[config.mk]
export PLATFORM = sky130hd
export DESIGN_NAME = rsp_merger_flat
export DESIGN_NICKNAME = d
export VERILOG_FILES = /design/src/logic/tile_cfg_pkg.sv /design/src/logic/tile_types_pkg.sv /design/src/logic/mem_req_if.sv /design/src/logic/rsp_merger.sv /design/src/flat_wrapper.sv
export SDC_FILE = /design/constraint.sdc
export NUM_CORES = 1
export LEC_CHECK = 0
export BUFFER_PORTS_ARGS = -buffer_cell sky130_fd_sc_hd__buf_4
export CAP_MARGIN = 30
export CORE_AREA = 2 2 94 96
export CTS_CLUSTER_SIZE = 40
export DETAILED_ROUTE_END_ITERATION = 12
export DIE_AREA = 0 0 96 98
export HOLD_SLACK_MARGIN = 0.08
export PLACE_DENSITY_LB_ADDON = 0.1
export SYNTH_ARGS = -nofsm -noshare
export SYNTH_HDL_FRONTEND = slang
export SYNTH_SLANG_ARGS = --single-unit
[constraint.sdc]
create_clock -name clk_i -period 2.07 [get_ports clk_i]
set_input_delay 0.1035 -clock clk_i [delete_from_list [all_inputs] [get_ports clk_i]]
set_output_delay 0.1035 -clock clk_i [all_outputs]
set_load 0.03 [all_outputs]
[src/logic/tile_cfg_pkg.sv]
package tile_cfg_pkg;

  // Bus widths
  localparam int unsigned DATA_W = 32;            // Data word width
  localparam int unsigned ADDR_W = 32;            // Byte address width
  localparam int unsigned BE_W   = DATA_W / 8;    // One enable bit per byte lane

  // Scratchpad geometry
  localparam int unsigned N_BANKS      = 4;       // Word-interleaved banks
  localparam int unsigned N_WORDS_BANK = 64;      // Depth of each bank

  // Address field widths, LSB first: byte offset, bank, row, region tag
  localparam int unsigned BYTE_W = $clog2(BE_W);          // 2 bits of byte offset
  localparam int unsigned BANK_W = $clog2(N_BANKS);       // 2 bits of bank select
  localparam int unsigned ROW_W  = $clog2(N_WORDS_BANK);  // 6 bits of row index
  localparam int unsigned TAG_W  = ADDR_W - ROW_W - BANK_W - BYTE_W;  // 22 bits left above

  // Local L1 region, 1 KiB = N_BANKS * N_WORDS_BANK words
  localparam logic [ADDR_W-1:0] L1_ADDR_START = 32'h1000_0000;
  localparam logic [ADDR_W-1:0] L1_ADDR_END   = 32'h1000_03FF;

  // External L2 region, reached through the L2 port
  localparam logic [ADDR_W-1:0] L2_ADDR_START = 32'h2000_0000;
  localparam logic [ADDR_W-1:0] L2_ADDR_END   = 32'h2FFF_FFFF;

endpackage

[src/logic/tile_types_pkg.sv]
package tile_types_pkg;

  // One data word as it travels on every port
  typedef logic [tile_cfg_pkg::DATA_W-1:0] word_t;

  // Byte lane enables of a store
  typedef logic [tile_cfg_pkg::BE_W-1:0] be_t;

  // Destination of a decoded request
  typedef enum logic [1:0] {
    TGT_L1  = 2'd0,   // Local scratchpad
    TGT_L2  = 2'd1,   // External L2 port
    TGT_ERR = 2'd2    // Unmapped, answered with an error
  } target_e;

  // Same address word seen flat or split into scratchpad fields
  typedef union packed {
    logic [tile_cfg_pkg::ADDR_W-1:0] raw;   // Region compare and L2 address
    struct packed {
      logic [tile_cfg_pkg::TAG_W-1:0]  tag;     // Region tag, checked by the decoder
      logic [tile_cfg_pkg::ROW_W-1:0]  row;     // Word row inside a bank
      logic [tile_cfg_pkg::BANK_W-1:0] bank;    // Low word bits pick the bank
      logic [tile_cfg_pkg::BYTE_W-1:0] offset;  // Byte in word, unused for word access
    } l1;
  } tile_addr_u;

endpackage

[src/logic/mem_req_if.sv]
`timescale 1ns/1ns

interface mem_req_if;

  logic                        valid;   // Single-cycle strobe, no back-pressure
  tile_types_pkg::target_e     target;  // Decoded region
  tile_types_pkg::tile_addr_u  addr;    // Byte address, two views
  logic                        we;      // 1 = store, 0 = load
  tile_types_pkg::word_t       wdata;   // Store data
  tile_types_pkg::be_t         be;      // Store byte enables

  // Decoder side
  modport producer (
    output valid, target, addr, we, wdata, be
  );

  // Scratchpad and merger side, each acts on its own target only
  modport consumer (
    input  valid, target, addr, we, wdata, be
  );

endinterface

[src/logic/rsp_merger.sv]
`timescale 1ns/1ns

module rsp_merger (
  input  logic                              clk_i,
  input  logic                              rstn_i,
  mem_req_if.consumer                       req_i,
  input  logic                              l1_rsp_valid_i,
  input  tile_types_pkg::word_t             l1_rdata_i,
  input  logic                              l1_err_i,
  output logic                              l2_req_valid_o,
  output logic [tile_cfg_pkg::ADDR_W-1:0]   l2_req_addr_o,
  output logic                              l2_req_we_o,
  output tile_types_pkg::word_t             l2_req_wdata_o,
  output tile_types_pkg::be_t               l2_req_be_o,
  input  logic                              l2_rsp_valid_i,
  input  tile_types_pkg::word_t             l2_rdata_i,
  output logic                              rsp_valid_o,
  output tile_types_pkg::word_t             rsp_rdata_o,
  output logic                              rsp_err_o,
  output logic                              busy_o
);

  logic                  l2_req;       // Strobe aimed at L2
  logic                  err_req;      // Strobe to an unmapped address
  logic                  l2_ret;       // L2 answer for the outstanding request
  logic                  pending_q;    // One L2 request in flight
  logic                  err_q;        // Error strobe delayed to L1 timing
  logic                  rsp_valid_q;
  tile_types_pkg::word_t rsp_rdata_q;
  logic                  rsp_err_q;

  assign l2_req  = req_i.valid && (req_i.target == tile_types_pkg::TGT_L2);
  assign err_req = req_i.valid && (req_i.target == tile_types_pkg::TGT_ERR);
  assign l2_ret  = l2_rsp_valid_i && pending_q;  // Stray returns are ignored

  // L2 port, forwarded in the cycle the strobe arrives
  assign l2_req_valid_o = l2_req;
  assign l2_req_addr_o  = req_i.addr.raw;       // Flat address goes out
  assign l2_req_we_o    = req_i.we;
  assign l2_req_wdata_o = req_i.wdata;
  assign l2_req_be_o    = req_i.be;

  always_ff @(posedge clk_i, negedge rstn_i) begin
    if (!rstn_i) begin
      pending_q   <= 1'b0;
      err_q       <= 1'b0;
      rsp_valid_q <= 1'b0;
    end else begin
      if (l2_req) begin
        pending_q <= 1'b1;
      end else if (l2_ret) begin
        pending_q <= 1'b0;       // Clears with the returned response
      end
      err_q       <= err_req;
      rsp_valid_q <= l1_rsp_valid_i | err_q | l2_ret;
    end
  end

  // Sources never overlap while the requester obeys busy_o
  always_ff @(posedge clk_i) begin
    if (l1_rsp_valid_i) begin
      rsp_rdata_q <= l1_rdata_i;
      rsp_err_q   <= l1_err_i;
    end else if (err_q) begin
      rsp_rdata_q <= '0;          // Error carries no data
      rsp_err_q   <= 1'b1;
    end else if (l2_ret) begin
      rsp_rdata_q <= l2_rdata_i;
      rsp_err_q   <= 1'b0;
    end
  end

  assign rsp_valid_o = rsp_valid_q;
  assign rsp_rdata_o = rsp_rdata_q;
  assign rsp_err_o   = rsp_err_q;
  assign busy_o      = l2_req | pending_q;  // Up with the L2 strobe, down with the response

endmodule

[src/flat_wrapper.sv]
// flat-port wrapper written by rule: the top's interface ports become plain ports
module rsp_merger_flat 
  (clk_i, rstn_i, l1_rsp_valid_i, l1_rdata_i, l1_err_i, l2_req_valid_o, l2_req_addr_o, l2_req_we_o, l2_req_wdata_o, l2_req_be_o, l2_rsp_valid_i, l2_rdata_i, rsp_valid_o, rsp_rdata_o, rsp_err_o, busy_o, req_i_valid, req_i_target, req_i_addr, req_i_we, req_i_wdata, req_i_be);
  mem_req_if req_i_i ();
  input  logic clk_i;
  input  logic rstn_i;
  input  logic l1_rsp_valid_i;
  input  tile_types_pkg::word_t l1_rdata_i;
  input  logic l1_err_i;
  output logic l2_req_valid_o;
  output logic [tile_cfg_pkg::ADDR_W-1:0] l2_req_addr_o;
  output logic l2_req_we_o;
  output tile_types_pkg::word_t l2_req_wdata_o;
  output tile_types_pkg::be_t l2_req_be_o;
  input  logic l2_rsp_valid_i;
  input  tile_types_pkg::word_t l2_rdata_i;
  output logic rsp_valid_o;
  output tile_types_pkg::word_t rsp_rdata_o;
  output logic rsp_err_o;
  output logic busy_o;
  input wire logic [$bits(req_i_i.valid)-1:0] req_i_valid;
  input wire logic [$bits(req_i_i.target)-1:0] req_i_target;
  input wire logic [$bits(req_i_i.addr)-1:0] req_i_addr;
  input wire logic [$bits(req_i_i.we)-1:0] req_i_we;
  input wire logic [$bits(req_i_i.wdata)-1:0] req_i_wdata;
  input wire logic [$bits(req_i_i.be)-1:0] req_i_be;
  assign req_i_i.valid = req_i_valid;
  assign req_i_i.target = req_i_target;
  assign req_i_i.addr = req_i_addr;
  assign req_i_i.we = req_i_we;
  assign req_i_i.wdata = req_i_wdata;
  assign req_i_i.be = req_i_be;
  rsp_merger u_core (.clk_i(clk_i), .rstn_i(rstn_i), .req_i(req_i_i), .l1_rsp_valid_i(l1_rsp_valid_i), .l1_rdata_i(l1_rdata_i), .l1_err_i(l1_err_i), .l2_req_valid_o(l2_req_valid_o), .l2_req_addr_o(l2_req_addr_o), .l2_req_we_o(l2_req_we_o), .l2_req_wdata_o(l2_req_wdata_o), .l2_req_be_o(l2_req_be_o), .l2_rsp_valid_i(l2_rsp_valid_i), .l2_rdata_i(l2_rdata_i), .rsp_valid_o(rsp_valid_o), .rsp_rdata_o(rsp_rdata_o), .rsp_err_o(rsp_err_o), .busy_o(busy_o));
endmodule
# After elaboration in Yosys (flattened, before gate mapping)
# Cells that the tools add are included.
dict set report op_classes {
  n_addsub 0
  n_mul 0
  div 0
  magnitude_cmp 0
  eq_ne 2
  shift 0
  muxes 7
  bitwise_logic 3
  reduce_logical 5
}
# operator n
set ops {}
lappend ops {{$mux W32} 3}
lappend ops {{$mux W1} 4}
lappend ops {{$logic_and A1 B1 Y1} 3}
lappend ops {{$or A1 B1 Y1} 3}
lappend ops {{$reduce_bool A3 Y1} 1}
lappend ops {{$eq A2 B1 Y1 const B} 1}
lappend ops {{$eq A2 B2 Y1 const B} 1}
lappend ops {{$reduce_bool A2 Y1} 1}
dict set report word_totals {
  ff_bits 36
  latchBits 0
  ram_bits 0
  romBits 0
  elab_cells 22
  n_memories 0
}

# Depth between registers and ports, before layout
dict set report depth {
  ltp_word 4
  ltp_mapped 4
}

# Worst setup path after synthesis
# No wires, ideal clock.
dict set report synth_timing {
  path_kind {reg-to-reg}
  from {register u_core.err_q}
  to {register u_core.rsp_err_q, in the netlist u_core.rsp_err_o (enable)}
  setup_ns 0.489
  arrival_ns 1.269
  required_time_ns 1.581
  setup_slack_ns 0.312
  stages_incl_launch_ff 4
  n_path_buf 1
  synth_period_minus_slack_ns 1.758
  path_cell_list {dfrtp_1 nor2_8 buf_8 nand2_1}
}
dict set report synth_between {
  elab_chain_cells 1
}
# item line_no
set synth_rtl {}
lappend synth_rtl {{start: declaration} rsp_merger.sv:27} ;# logic err_q;
lappend synth_rtl {{start signal: assignment} rsp_merger.sv:54} ;# err_q <= err_req;
lappend synth_rtl {{$reduce_bool A3 Y1 (no source line)} -}
lappend synth_rtl {{end signal: assignment} rsp_merger.sv:63} ;# rsp_err_q <= l1_err_i;
lappend synth_rtl {{end: declaration} rsp_merger.sv:30} ;# logic rsp_err_q;
# No other way between the ends.
# A chain may end at the register's enable or synchronous reset.

# Worst setup path in the final report
dict set report layout_timing {
  from {register u_core.err_q}
  to {register u_core.rsp_rdata_q[10], in the netlist u_core.rsp_rdata_o[10] (enable)}
}
dict set report layout_between {
  elab_chain_cells 1
}
# item line_no
set layout_rtl {}
lappend layout_rtl {{$reduce_bool A3 Y1 (no source line)} -}
lappend layout_rtl {{end signal: assignment} rsp_merger.sv:62} ;# rsp_rdata_q <= l1_rdata_i;
lappend layout_rtl {{end signal: assignment} rsp_merger.sv:68} ;# rsp_rdata_q <= l2_rdata_i;
lappend layout_rtl {{end: declaration} rsp_merger.sv:29} ;# tile_types_pkg::word_t rsp_rdata_q;
# No other way between the ends.

==> impl_metrics.csv <==
group,metric,value,unit
status,outcome,"finished clean",
pwr,leakage,1.13,nW
critical_path,reg2reg_to,"u_core.rsp_rdata_o[10]$_DFFE_PP_",
sta,rsz0062_at_grt,"false",
placed_design,portBuffers,107,
critical_path,worstPathRequired,2.09,ns
sta,setup_viol,0,
sta,slew_headroom,69.6,%
global_routing,grt_max_degree,36,
critical_path,cp-start-kind,"flip-flop",
route,drc,0,
sta,hold_slack,0.108,ns
route,drtIter0Drc,31,
final_layout,layout_commonest_cell,"buf_4",
global_routing,grt_usage,10.6,%
min_path,hp-start,"l2_rdata_i[20]",
clock_tree,clock_latency,0.28,ns
min_path,hold_path_class,"in -> reg",
logic_synthesis,yosys.area.top_type,"edfxtp_1",
clock_tree,cts_sinks,36,
route,vias,1301,
die,num_io_pins,246,
pwr,peakVddDrop,202,uV
final_layout,final_cell_area,0.00250,mm2
clock_tree,postCtsSetupRepairBufs,0,
critical_path,r2r_start,"u_core.err_q$_DFF_PN0_",
route,routed-wl-met2,2.91,mm
clock_tree,cts_htree_levels,2,
logic_synthesis,synth_cells,156,
pwr,powerDensity,733,mW/mm2
final_layout,final_cell_mix,"109 x buf_4, 33 x edfxtp_1, 31 x a22o_1",
logic_synthesis,yosysSeqAreaShare,53.0,%
min_path,holdPathEnd,"u_core.rsp_rdata_o[20]$_DFFE_PP_",
critical_path,criticalPathCategory,"reg -> reg",
critical_path,worstPathCellList,"nor2_8 -> nand2_1 -> buf_4",
die,die_area,0.00941,mm2
clock_tree,cts_buffer_depth,2,
global_routing,antenna_found_initial,0,
global_routing,grt_remaining_overflow,0,
final_layout,layout.nets,341,
route,wl_met1,1.75,mm
logic_synthesis,synthDistinctLibCells,16,
die,die_y,98,um
sta,finalSetupTns,0,ns
placed_design,placed_cell_area,0.00238,mm2
clock_tree,cts_resized,0,
clock_tree,cts_tree,"built",
die,rows,34,
critical_path,rrSetupSlack,0.58,ns
logic_synthesis,netlist_top_cells_area,"edfxtp_1 49%, buf_4 26%, a22o_1 13%",
logic_synthesis,yosysTopAreaCellShare,49.2,%
clock_tree,clockRootBuffer,"clkbuf_8",
route,wl_met3,625,um
die,start_util,23.8,%
logic_synthesis,yosys_warnings,0,
final_layout,drive_above_1_share,57.2,%
critical_path,max_stage_delay,0.45,ns
critical_path,cp_slowest_cell,"dfrtp_1",
clock_tree,cts_made_buffers,5,
sta,finalCriticalPeriod,1.49,ns
sta,clock.fmax,0.671,GHz
final_layout,fin_util,29.5,%
sta,slew_viol_final,0,
final_layout,fill_cells,887,
critical_path,endpoint_kind,"flip-flop",
global_routing,grt_pass1_vias,1386,
final_layout,area_delta_synth_final,24.1,%
logic_synthesis,avgSynthCellArea,12.9,um2
sta,fin_skew,0.00304,ns
logic_synthesis,syn-num-nets,297,
route,ant_nets,0,
sta,fin_crit_sh,72.0,%
final_layout,diodes,0,
critical_path,crit_arrival,1.51,ns
global_routing,grt_first_pass_wirelength,7.63,mm
placed_design,place.gp.congestion,0.700,
logic_synthesis,syn_area,0.00201,mm2
route,finalWirelength,5.36,mm
sta,tightest_slew,0.456,ns
die,coreArea,0.00847,mm2
clock_tree,postCtsHoldBufs,4,
route,firstDrtPassIters,4,
route,via_per_inst,4.21,
route,route.top_layer_used,"met4",
clock_tree,path_clk_slew,0.07,ns
route,drt-wirelength-per-cell,17.3,um
min_path,hold_path_depth,2,
sta,hold_viol,0,
logic_synthesis,ys_ff_latch,36,
critical_path,reg2reg_depth,3,
flow_run,maxCapViolCount,0,
die,die_w,96,um
pwr,p_total,1.83,mW
critical_path,critPathMaxFanout,32,
worst max path at each step:
stage	start	to	slack, ns	cells past startpoint
5_1_grt	u_core.err_q$_DFF_PN0_	u_core.rsp_rdata_o[15]$_DFFE_PP_	0.47	3
3_5_place_dp	u_core.err_q$_DFF_PN0_	u_core.rsp_rdata_o[15]$_DFFE_PP_	0.58	3
6_report	u_core.err_q$_DFF_PN0_	u_core.rsp_rdata_o[10]$_DFFE_PP_	0.58	3
3_3_place_gp	u_core.err_q$_DFF_PN0_	u_core.rsp_rdata_o[15]$_DFFE_PP_	0.62	3
2_1_floorplan	u_core.err_q$_DFF_PN0_	u_core.rsp_err_o$_DFFE_PP_	0.31	3
4_1_cts	u_core.err_q$_DFF_PN0_	u_core.rsp_rdata_o[15]$_DFFE_PP_	0.56	3
where the power goes:
part	switching, mW	internal [mW]
sequential	0.0217	0.878
combinational	0.247	0.215
clock	0.235	0.234
total	0.503	1.33
stage by stage:
stage	cells	worst slack, ns
floorplan	156	0.312
global placement	297	0.615
detailed placement	297	0.576
CTS	309	0.562
global route	309	0.466
finish	309	0.580
routing by layer:
| metal | global-route usage [%] | vias to the layer above |
|---|---|---|
| met1 | 10.5 | 597 |
| met3 | 5.71 | 20 |
| li1 | - | 578 |
| met5 | 0 | - |
| met2 | 18.7 | 106 |
| met4 | 3.08 | 0 |
flip-flops by register name, summed over array words and instances, names as in the netlist:
signal and cells:
u_core.pending_q 1, u_core.rsp_valid_o 1, u_core.err_q 1, u_core.rsp_rdata_o 32
u_core.rsp_err_o 1
cell usage after synthesis:
cell type  number
a22o_1         31
and3b_1         1
buf_2           3
buf_4          69
buf_6           1
buf_8           3
dfrtp_1         3
edfxtp_1       33
inv_1           2
mux2_1          1
nand2_1         4
nand2b_1        1
nand3b_1        1
nor2_8          1
o21ai_0         1
o21ai_1         1
layout make-up:
type	instances	area, um2	area share (%)
sequential	36	1070	42.7
clock inverter	1	3.75	0.150
clock buffer	7	76.3	3.06
tap	108	135	5.41
timing repair buffer	113	858	34.4
inverter	2	7.51	0.301
multi-input combinational	42	350	14.0
critical path: cells and delay by family, from the launching register on:
family | cells | cell delay (ns)
flip-flops | 1 | 0.45
AND/OR/NAND/NOR | 2 | 0.52
buffers and inverters | 1 | 0.25
kinds of logic (layout without fill, tap and decap cells):
| family | count (synthesis) | after routing | synth area share (%) |
|---|---|---|---|
| AND/OR/NAND/NOR | 8 | 8 | 2.86 |
| AO/OA/AOI/OAI | 33 | 33 | 14.0 |
| buffers and inverters | 78 | 123 | 29.6 |
| flip-flops | 36 | 36 | 53.0 |
| multiplexers | 1 | 1 | 0.559 |
No activity file was read; power rests on OpenSTA's default activity.
