`src/logic/tile_cfg_pkg.sv`:
```
package tile_cfg_pkg;

  // Bus widths
  localparam int unsigned DATA_W = 32;            // Data word width
  localparam int unsigned ADDR_W = 32;            // Byte address width
  localparam int unsigned BE_W   = DATA_W / 8;    // One enable bit per byte lane

  // Scratchpad geometry
  localparam int unsigned N_BANKS      = 4;       // Word-interleaved banks
  localparam int unsigned N_WORDS_BANK = 64;      // Depth of each bank

  // Address field widths, LSB first: byte offset, bank, row, region tag
  localparam int unsigned BYTE_W = $clog2(BE_W);          // 2 bits of byte offset
  localparam int unsigned BANK_W = $clog2(N_BANKS);       // 2 bits of bank select
  localparam int unsigned ROW_W  = $clog2(N_WORDS_BANK);  // 6 bits of row index
  localparam int unsigned TAG_W  = ADDR_W - ROW_W - BANK_W - BYTE_W;  // 22 bits left above

  // Local L1 region, 1 KiB = N_BANKS * N_WORDS_BANK words
  localparam logic [ADDR_W-1:0] L1_ADDR_START = 32'h1000_0000;
  localparam logic [ADDR_W-1:0] L1_ADDR_END   = 32'h1000_03FF;

  // External L2 region, reached through the L2 port
  localparam logic [ADDR_W-1:0] L2_ADDR_START = 32'h2000_0000;
  localparam logic [ADDR_W-1:0] L2_ADDR_END   = 32'h2FFF_FFFF;

endpackage

```
`src/logic/tile_types_pkg.sv`:
```
package tile_types_pkg;

  // One data word as it travels on every port
  typedef logic [tile_cfg_pkg::DATA_W-1:0] word_t;

  // Byte lane enables of a store
  typedef logic [tile_cfg_pkg::BE_W-1:0] be_t;

  // Destination of a decoded request
  typedef enum logic [1:0] {
    TGT_L1  = 2'd0,   // Local scratchpad
    TGT_L2  = 2'd1,   // External L2 port
    TGT_ERR = 2'd2    // Unmapped, answered with an error
  } target_e;

  // Same address word seen flat or split into scratchpad fields
  typedef union packed {
    logic [tile_cfg_pkg::ADDR_W-1:0] raw;   // Region compare and L2 address
    struct packed {
      logic [tile_cfg_pkg::TAG_W-1:0]  tag;     // Region tag, checked by the decoder
      logic [tile_cfg_pkg::ROW_W-1:0]  row;     // Word row inside a bank
      logic [tile_cfg_pkg::BANK_W-1:0] bank;    // Low word bits pick the bank
      logic [tile_cfg_pkg::BYTE_W-1:0] offset;  // Byte in word, unused for word access
    } l1;
  } tile_addr_u;

endpackage

```
`src/logic/mem_req_if.sv`:
```
`timescale 1ns/1ns

interface mem_req_if;

  logic                        valid;   // Single-cycle strobe, no back-pressure
  tile_types_pkg::target_e     target;  // Decoded region
  tile_types_pkg::tile_addr_u  addr;    // Byte address, two views
  logic                        we;      // 1 = store, 0 = load
  tile_types_pkg::word_t       wdata;   // Store data
  tile_types_pkg::be_t         be;      // Store byte enables

  // Decoder side
  modport producer (
    output valid, target, addr, we, wdata, be
  );

  // Scratchpad and merger side, each acts on its own target only
  modport consumer (
    input  valid, target, addr, we, wdata, be
  );

endinterface

```
`src/logic/addr_decoder.sv`:
```
`timescale 1ns/1ns

module addr_decoder (
  input  logic                       clk_i,
  input  logic                       rstn_i,
  input  logic                       tile_enable_i,
  input  logic                       req_valid_i,
  input  tile_types_pkg::tile_addr_u req_addr_i,
  input  logic                       req_we_i,
  input  tile_types_pkg::word_t      req_wdata_i,
  input  tile_types_pkg::be_t        req_be_i,
  mem_req_if.producer                req_o
);

  logic                       en_q;       // Registered tile enable, gates requests
  logic                       valid_q;    // Accepted request strobe
  tile_types_pkg::target_e    target_d;   // Region of the incoming address
  tile_types_pkg::target_e    target_q;
  tile_types_pkg::tile_addr_u addr_q;
  logic                       we_q;
  tile_types_pkg::word_t      wdata_q;
  tile_types_pkg::be_t        be_q;

  // Region compare on the flat view
  always_comb begin
    if (req_addr_i.raw >= tile_cfg_pkg::L1_ADDR_START &&
        req_addr_i.raw <= tile_cfg_pkg::L1_ADDR_END) begin
      target_d = tile_types_pkg::TGT_L1;
    end else if (req_addr_i.raw >= tile_cfg_pkg::L2_ADDR_START &&
                 req_addr_i.raw <= tile_cfg_pkg::L2_ADDR_END) begin
      target_d = tile_types_pkg::TGT_L2;
    end else begin
      target_d = tile_types_pkg::TGT_ERR;  // Outside both maps
    end
  end

  always_ff @(posedge clk_i, negedge rstn_i) begin
    if (!rstn_i) begin
      en_q    <= 1'b0;
      valid_q <= 1'b0;
    end else begin
      en_q    <= tile_enable_i;            // Takes effect one edge later
      valid_q <= req_valid_i & en_q;       // Dropped while disabled, no response
    end
  end

  // Payload only, qualified by valid_q
  always_ff @(posedge clk_i) begin
    if (req_valid_i && en_q) begin
      target_q <= target_d;
      addr_q   <= req_addr_i;
      we_q     <= req_we_i;
      wdata_q  <= req_wdata_i;
      be_q     <= req_be_i;
    end
  end

  assign req_o.valid  = valid_q;
  assign req_o.target = target_q;
  assign req_o.addr   = addr_q;
  assign req_o.we     = we_q;
  assign req_o.wdata  = wdata_q;
  assign req_o.be     = be_q;

endmodule

```
`src/flat_wrapper.sv`:
```
// flat-port wrapper written by rule: the top's interface ports become plain ports
module addr_decoder_flat 
  (clk_i, rstn_i, tile_enable_i, req_valid_i, req_addr_i, req_we_i, req_wdata_i, req_be_i, req_o_valid, req_o_target, req_o_addr, req_o_we, req_o_wdata, req_o_be);
  mem_req_if req_o_i ();
  input  logic clk_i;
  input  logic rstn_i;
  input  logic tile_enable_i;
  input  logic req_valid_i;
  input  tile_types_pkg::tile_addr_u req_addr_i;
  input  logic req_we_i;
  input  tile_types_pkg::word_t req_wdata_i;
  input  tile_types_pkg::be_t req_be_i;
  output wire logic [$bits(req_o_i.valid)-1:0] req_o_valid;
  output wire logic [$bits(req_o_i.target)-1:0] req_o_target;
  output wire logic [$bits(req_o_i.addr)-1:0] req_o_addr;
  output wire logic [$bits(req_o_i.we)-1:0] req_o_we;
  output wire logic [$bits(req_o_i.wdata)-1:0] req_o_wdata;
  output wire logic [$bits(req_o_i.be)-1:0] req_o_be;
  assign req_o_valid = req_o_i.valid;
  assign req_o_target = req_o_i.target;
  assign req_o_addr = req_o_i.addr;
  assign req_o_we = req_o_i.we;
  assign req_o_wdata = req_o_i.wdata;
  assign req_o_be = req_o_i.be;
  addr_decoder u_core (.clk_i(clk_i), .rstn_i(rstn_i), .tile_enable_i(tile_enable_i), .req_valid_i(req_valid_i), .req_addr_i(req_addr_i), .req_we_i(req_we_i), .req_wdata_i(req_wdata_i), .req_be_i(req_be_i), .req_o(req_o_i));
endmodule
```
`config.mk`:
```
export PLATFORM = sky130hd
export DESIGN_NAME = addr_decoder_flat
export DESIGN_NICKNAME = d
export VERILOG_FILES = /design/src/logic/tile_cfg_pkg.sv /design/src/logic/tile_types_pkg.sv /design/src/logic/mem_req_if.sv /design/src/logic/addr_decoder.sv /design/src/flat_wrapper.sv
export SDC_FILE = /design/constraint.sdc
export NUM_CORES = 1
export LEC_CHECK = 0
export BUFFER_PORTS_ARGS = -buffer_cell sky130_fd_sc_hd__buf_2
export CAP_MARGIN = 0
export CORE_MARGIN = 4
export CORE_UTILIZATION = 31
export DETAILED_ROUTE_END_ITERATION = 8
export GPL_TIMING_DRIVEN = 0
export PLACE_DENSITY_LB_ADDON = 0.12
export SLEW_MARGIN = 20
export SYNTH_ARGS = -nofsm -noshare
export SYNTH_HDL_FRONTEND = slang
export SYNTH_SLANG_ARGS = --single-unit
export TNS_END_PERCENT = 100
```
`constraint.sdc`:
```
create_clock -name clk_i -period 2.9 [get_ports clk_i]
set_clock_uncertainty 0.2 [all_clocks]
set_input_delay 0 -clock clk_i [delete_from_list [all_inputs] [get_ports clk_i]]
set_output_delay 0 -clock clk_i [all_outputs]
set_load 0.03 [all_outputs]
```
# Word-level counts from Yosys, hierarchy flattened
# Cells that the tools add are included.
[word_totals] word_cells=16 inputBits=73 ramBits=0 ff_bits=73 memories=0 mem_bits_ro=0 out_inout_bits=72 latch_bits=0
[classes] eq_ne=0 add_sub_neg=0 magnitude_cmp=4 reduce_logical=3 bitwise=1 muxes=1 shift=0 div=0 mul=0
[op_table] op="$ge A32 B29 Y1 const B" count=1
[op_table] op="$ge A32 B30 Y1 const B" count=1
[op_table] op="$le A32 B29 Y1 const B" count=1
[op_table] op="$le A32 B30 Y1 const B" count=1
[op_table] op="$logic_and A1 B1 Y1" count=3
[op_table] op="$mux W2" count=1
[op_table] op="$and A1 B1 Y1" count=1

# Logic depth before layout (Yosys ltp)
# Gate-level depths: netlist (run 1).
[logic_depth] word_depth=3 depth_mapped=3 mapped_depth_nobuf=3

# Worst setup path before layout (run 1)
# OpenSTA, ideal clock, no wires.
[synth_path] path_type="flip-flop to flip-flop" start="register u_core.en_q" end="register u_core.addr_q (netlist bit u_core.req_o.addr[0]) (enable)" setup_ns=0.437 path_stages_with_launch=2 slack_ns=0.283 t_required_ns=2.263 arrival_ns=1.980 period_less_slack_ns=2.617 n_path_buf=0 cell_sequence="dfrtp_1 > and2_1"
[synth_between] elab_chain_len=1
[synth_rtl] item="from (decl)" line_no="addr_decoder.sv:15" rtl="logic en_q;"
[synth_rtl] item="from (signal assigned)" line_no="addr_decoder.sv:42" rtl="en_q <= tile_enable_i;"
[synth_rtl] item="$logic_and A1 B1 Y1" line_no="addr_decoder.sv:49" rtl="if (req_valid_i && en_q) begin"
[synth_rtl] item="to (signal assigned)" line_no="addr_decoder.sv:51" rtl="addr_q <= req_addr_i;"
[synth_rtl] item="to (decl)" line_no="addr_decoder.sv:19" rtl="tile_types_pkg::tile_addr_u addr_q;"
# No other way between the ends.
# A chain may end at the register's enable or synchronous reset.

# Final worst setup path (run 1)
[layout_path] start="register u_core.en_q" end="register u_core.addr_q (netlist bit u_core.req_o.addr[1]) (enable)"
# The elaborated chain is that of the path after synthesis.

==> results.yml, run 1 <==
routing:
  route.detailed.drc: 0
  vias: 1668
  post_drt_wl_per_cell_um: 14.27
  first_pass_iters: 4
  ant_nets: 0
  drtIter0Drc: 21
  drt-total-wl_um: 5866
  viasPerCell: 4.058
floorplan:
  start_util: 0.3257
  num_rows: 30
  chipWidth_um: 93.19
  pin_count: 145
  core_mm2: 0.006907
  die_y_um: 93.19
  die_area_mm2: 0.008683
sta:
  fmax_mhz: 650.4
  fin_crit_sh: 0.5302
  tightest_slew_ns: 0.3957
  hold_slack_ns: 0.04517
  setup_viol: 0
  final_max_slew_viol_count: 0
  finalSetupTns_ns: 0
  relSlewSlack: 0.7362
  postLayoutSetupSlackWorst_ns: 1.362
  grt_setup_unrepaired: "no"
  hold_viol: 0
  timing.final.crit_period_ns: 1.538
global_routing:
  grt_max_degree: 44
  grt_pass1_wl_um: 8797
  gr-total-overflow: 0
  antenna_found_initial: 0
  grt.total_usage: 0.1366
  grt_pass1_vias: 1814
run_status:
  status: "complete, no violations"
clock_network:
  numCtsBuffers: 9
  clock_latency_ns: 0.33
  htreeDepth: 3
  post_cts_buffers: 0
  clk_path_buf_depth: 2
  clk_pin_slew_ns: 0.07
  root_buffer: "clkbuf_8"
  cts_sinks: 73
  cts.repair.resized: 0
  cts.hold.buffers_added: 72
  cts_tree: "built"
critical_path:
  cp.required_ns: 2.72
  cp_slowest_cell: "and2_4"
  path_max_fanout: 43
  crit_arrival_ns: 1.35
  cp-end-kind: "flip-flop"
  start_kind: "flip-flop"
  r2r_slack_ns: 1.36
  r2r_end: "u_core.req_o.addr[1]$_DFFE_PP_"
  critPathKind: "reg2reg"
  worstRegToRegCells: 2
  worstReg2RegStart: "u_core.en_q$_DFF_PN0_"
  critical-path-max-stage-delay_ns: 0.39
  worstPathCellList: "and2_4 -> buf_12"
layout:
  final_area_mm2: 0.004041
  drive_gt1_frac: 0.5079
  finalNonFillerCells: 411
  nets: 384
  insertedDiodeCount: 0
  syn_to_final_growth_pct: 79.64
min_path:
  hold_path_class: "in2reg"
  min-delay-start: "req_valid_i"
  hold_depth: 2
  hold_end: "u_core.req_o.wdata[22]$_DFFE_PP_"
logic_synthesis:
  yosysTopAreaCell: "edfxtp_1"
  ys_types: 8
  synthMostInstantiatedCell: "edfxtp_1"
  syn_avg_cell_area_um2: 27.10
  seq_area_frac_synth: 0.9700
  ys_warn_count: 0
  synthTopCellsByCount: "71 x edfxtp_1, 4 x nor4_1, 2 x dfrtp_1, 2 x nor4b_1"
  syn_inst: 83
  ys.flop_type: "edfxtp_1"
  synth_area_leaders: "edfxtp_1 95%, dfrtp_1 2.2%, nor4_1 1.1%"
  synth-seq-cells: 73
  synth_edf_count: 71
  syn_area_mm2: 0.002250
  synth_top_area_share: 0.9477
  async_flop_share: 0.02740
  syn_nets: 156
run:
  maxCapViolCount: 0
placed_design:
  dp.cells: 324
  dpl_cell_area_mm2: 0.003113
  place_congestion: 0.7173
  port_buffers: 144
  dp_slack_ns: 1.336
pwr:
  p_leak_nw: 1.686
  max-vdd-ir-drop_mv: 0.3109
  cellPowerDensity_mw_per_mm2: 574.0
[logic make-up (layout without fill, tap and decap cells)]
group,after synthesis,after routing,synth area share
AO/OA/AOI/OAI,1,1,0.002783
buffers and inverters,0,232,0
flip-flops,73,73,0.9700
AND/OR/NAND/NOR,9,9,0.02725
[state kept, by name, summed over array words and instances (netlist names)]
name	flops
u_core.req_o.be	4
u_core.req_o.target	2
u_core.req_o.we	1
u_core.req_o.addr	32
u_core.en_q	1
u_core.req_o.valid	1
u_core.req_o.wdata	32
[routing by layer]
metal | up-vias | global-route usage | wire length, um
met5 | - | 0 | 0
met4 | 0 | 0.07570 | 148
met3 | 12 | 0.05792 | 659
met2 | 98 | 0.2328 | 2958
met1 | 760 | 0.1413 | 2100
li1 | 798 | - | -
[where the power goes]
part,switching [mW],internal [mW]
sequential,0.00858,1.21
combinational,0.150,0.128
clock,0.349,0.475
[critical path, delay by kind of cell (launching register included)]
family / cells / cell delay, ns
AND/OR/NAND/NOR: 1 / 0.39
buffers and inverters: 1 / 0.29
flip-flops: 1 / 0.32
[through the flow]
stage               power (mW)  utilization
detailed placement       1.443       0.4507
CTS                      2.350       0.5851
global placement         1.441       0.4475
floorplan                1.346            -
global route             2.414       0.5851
finish                   2.320       0.5851
[worst max-delay path by stage]
stage | from | to | slack, ns | depth (start not counted)
floorplan | u_core.en_q$_DFF_PN0_ | u_core.req_o.addr[0]$_DFFE_PP_ | 0.28 | 1
global placement | u_core.en_q$_DFF_PN0_ | u_core.req_o.wdata[3]$_DFFE_PP_ | -0.40 | 1
detailed placement | u_core.en_q$_DFF_PN0_ | u_core.req_o.wdata[13]$_DFFE_PP_ | 1.34 | 2
CTS | u_core.en_q$_DFF_PN0_ | u_core.req_o.addr[1]$_DFFE_PP_ | 1.32 | 2
global route | u_core.en_q$_DFF_PN0_ | u_core.req_o.addr[1]$_DFFE_PP_ | 1.28 | 2
finish | u_core.en_q$_DFF_PN0_ | u_core.req_o.addr[1]$_DFFE_PP_ | 1.36 | 2
[cell type report]
type / count / area [um^2]
timing repair buffer: 217 / 1461
clock buffer: 9 / 123.9
multi-input combinational: 10 / 70.07
clock inverter: 6 / 83.83
fill: 572 / 2865
tap: 96 / 120.1
sequential: 73 / 2182
[cells in the final DEF, fill, tap and decap left out]
| cell | instances |
|---|---|
| edfxtp_1 | 71 |
| clkinvlp_4 | 2 |
| nor4b_1 | 2 |
| nor4_1 | 4 |
| buf_2 | 144 |
| bufinv_16 | 2 |
| buf_12 | 1 |
| clkbuf_8 | 9 |
| clkinv_1 | 1 |
| clkinv_2 | 1 |
| and4_1 | 1 |
| a31oi_1 | 1 |
| nor2_1 | 1 |
| and2_4 | 1 |
| dlygate4sd3_1 | 72 |
| dfrtp_1 | 2 |
Power figures use the tool's default switching activity.
==> run 2: changes to the inputs <==
Clock period 2.9 ns to 1.4 ns, I/O delays scaled along.
==> run 2 against run 1 <==
Compared with the run above: the run now ends with negative setup slack left; non-clock buffer count decreased by 4; hold slack better by 0.017 ns; die area is the same; register-to-register slack worse by 1.4 ns; via count decreased by 0.66%; power is 110% higher; final cell count down 0.49%; sequential power up 110%; sequential cell count stayed put; design area grew 0.37%; critical endpoint is now u_core.req_o.addr[5]$_DFFE_PP_; largest cell class unchanged.
==> results.yml, run 2 (synthesis results as in run 1) <==
run_status:
  status: "finished, violations left"
  violations: "negative setup slack"
layout:
  ff_latch_area_mm2: 0.002182
  drive_gt1_frac: 0.5112
  layout_commonest_cell: "buf_2"
  multi_input_area_um2: 112.6
  syn_to_final_growth_pct: 80.31
  fill_cells: 555
  layout_common_cells: "140 x buf_2, 73 x dlygate4sd3_1, 71 x edfxtp_1, 9 x clkbuf_8, 3 x nor4_2"
  finalNonFillerCells: 409
  final_core_util: 0.5873
  insertedDiodeCount: 0
  nets: 381
routing:
  post_drt_wl_per_cell_um: 14.55
  vias: 1657
  wl_met2_um: 2956
  drt-total-wl_um: 5952
  ant_nets: 0
  first_pass_iters: 3
  route.detailed.drc: 0
  top_layer_used: "met4"
  wl_met3_um: 710
  wirelength_met1_um: 2179
  drtIter0Drc: 36
  viasPerCell: 4.051
sta:
  postLayoutSetupSlackWorst_ns: -0.04521
  timing.final.crit_period_ns: 1.445
  setup_viol: 71
  hold_slack_ns: 0.06255
  grt_setup_unrepaired: "yes"
  tightest_slew_ns: 0.4855
  fin_crit_sh: 1.032
  final_max_slew_viol_count: 0
  relSlewSlack: 0.6763
  hold_viol: 0
  fmax_mhz: 691.9
  finalSetupTns_ns: -2.300
pwr:
  cellPowerDensity_mw_per_mm2: 1190
  p_leak_nw: 1.687
  max-vdd-ir-drop_mv: 0.8445
  p_total_mw: 4.828
clock_network:
  clock_latency_ns: 0.33
  clk_path_buf_depth: 2
  numCtsBuffers: 9
  htreeDepth: 3
  cts_tree: "built"
  root_buffer: "clkbuf_8"
  post_cts_buffers: 0
  clk_pin_slew_ns: 0.07
  cts_sinks: 73
global_routing:
  grt_max_degree: 37
  grt.total_usage: 0.1394
  antenna_found_initial: 0
  gr-total-overflow: 0
  grt_pass1_vias: 1825
  grt_pass1_wl_um: 9018
min_path:
  hold_depth: 4
  hold_end: "u_core.req_o.target[1]$_SDFFCE_PP0P_"
  min-delay-start: "req_addr_i[13]"
  hold_path_class: "in2reg"
floorplan:
  chipWidth_um: 93.19
  die_area_mm2: 0.008683
  start_util: 0.3257
  die_y_um: 93.19
  num_rows: 30
  pin_count: 145
  core_mm2: 0.006907
critical_path:
  cp-end-kind: "flip-flop"
  critical-path-max-stage-delay_ns: 0.46
  r2r_slack_ns: -0.05
  critPathKind: "reg2reg"
  start_kind: "flip-flop"
  worstReg2RegStart: "u_core.en_q$_DFF_PN0_"
  cp.required_ns: 1.18
  path_max_fanout: 36
  r2r_end: "u_core.req_o.addr[5]$_DFFE_PP_"
  cp_slowest_cell: "and2_4"
  worstRegToRegCells: 1
  worstPathCellList: "and2_4"
  crit_family: "simple AND/OR/NAND/NOR gates"
  crit_arrival_ns: 1.22
  critical_path_buf_inv_count: 0
placed_design:
  port_buffers: 144
  place_congestion: 0.6545
  place_hpwl_um: 3527
  dp.cells: 323
run:
  maxCapViolCount: 0
run 2: routing by layer:
metal | track usage | vias up
met3 | 0.06275 | 11
met2 | 0.2394 | 98
li1 | - | 792
met1 | 0.1420 | 756
met4 | 0.07326 | 0
met5 | 0 | -
run 2: where the power goes:
part           switching [mW]  total [mW]  internal (mW)
Sequential             0.0197        2.52           2.50
Combinational           0.313       0.576          0.263
Clock                   0.733        1.73          0.995
run 2: what timing repair did:
item | in CTS | in global routing
pin swaps | 2 | 5
cloned | 1 | 0
hold buffers | 73 | 0
endpoints found under the setup margin | 72 | 72
resized for setup | 1 | 5
endpoints found under the hold margin | 75 | 0
run 2: stage by stage:
step	setup WS (ns)	cell area, um^2
2_1_floorplan	-0.07050	2252
5_1_grt	-0.1139	4056
3_5_place_dp	-0.2833	3093
4_1_cts	-0.05700	4043
3_3_place_gp	-0.2681	3093
6_report	-0.04521	4056
run 2: how the worst max path moves through the flow:
stage / to / start / depth (start not counted)
finish: u_core.req_o.addr[5]$_DFFE_PP_ / u_core.en_q$_DFF_PN0_ / 1
global route: u_core.req_o.wdata[8]$_DFFE_PP_ / u_core.en_q$_DFF_PN0_ / 1
CTS: u_core.req_o.wdata[8]$_DFFE_PP_ / u_core.en_q$_DFF_PN0_ / 1
detailed placement: u_core.req_o.wdata[7]$_DFFE_PP_ / u_core.en_q$_DFF_PN0_ / 1
global placement: u_core.req_o.wdata[10]$_DFFE_PP_ / u_core.en_q$_DFF_PN0_ / 1
floorplan: u_core.req_o.addr[0]$_DFFE_PP_ / u_core.en_q$_DFF_PN0_ / 1
run 2: final cells by class:
cell class              instances  share of cell area
well taps                      96             0.02961
flip-flops and latches         73              0.5379
repair buffers                213              0.3529
multi-input cells              11             0.02776
clock inverters                 6             0.02036
clock buffers                  10             0.03146
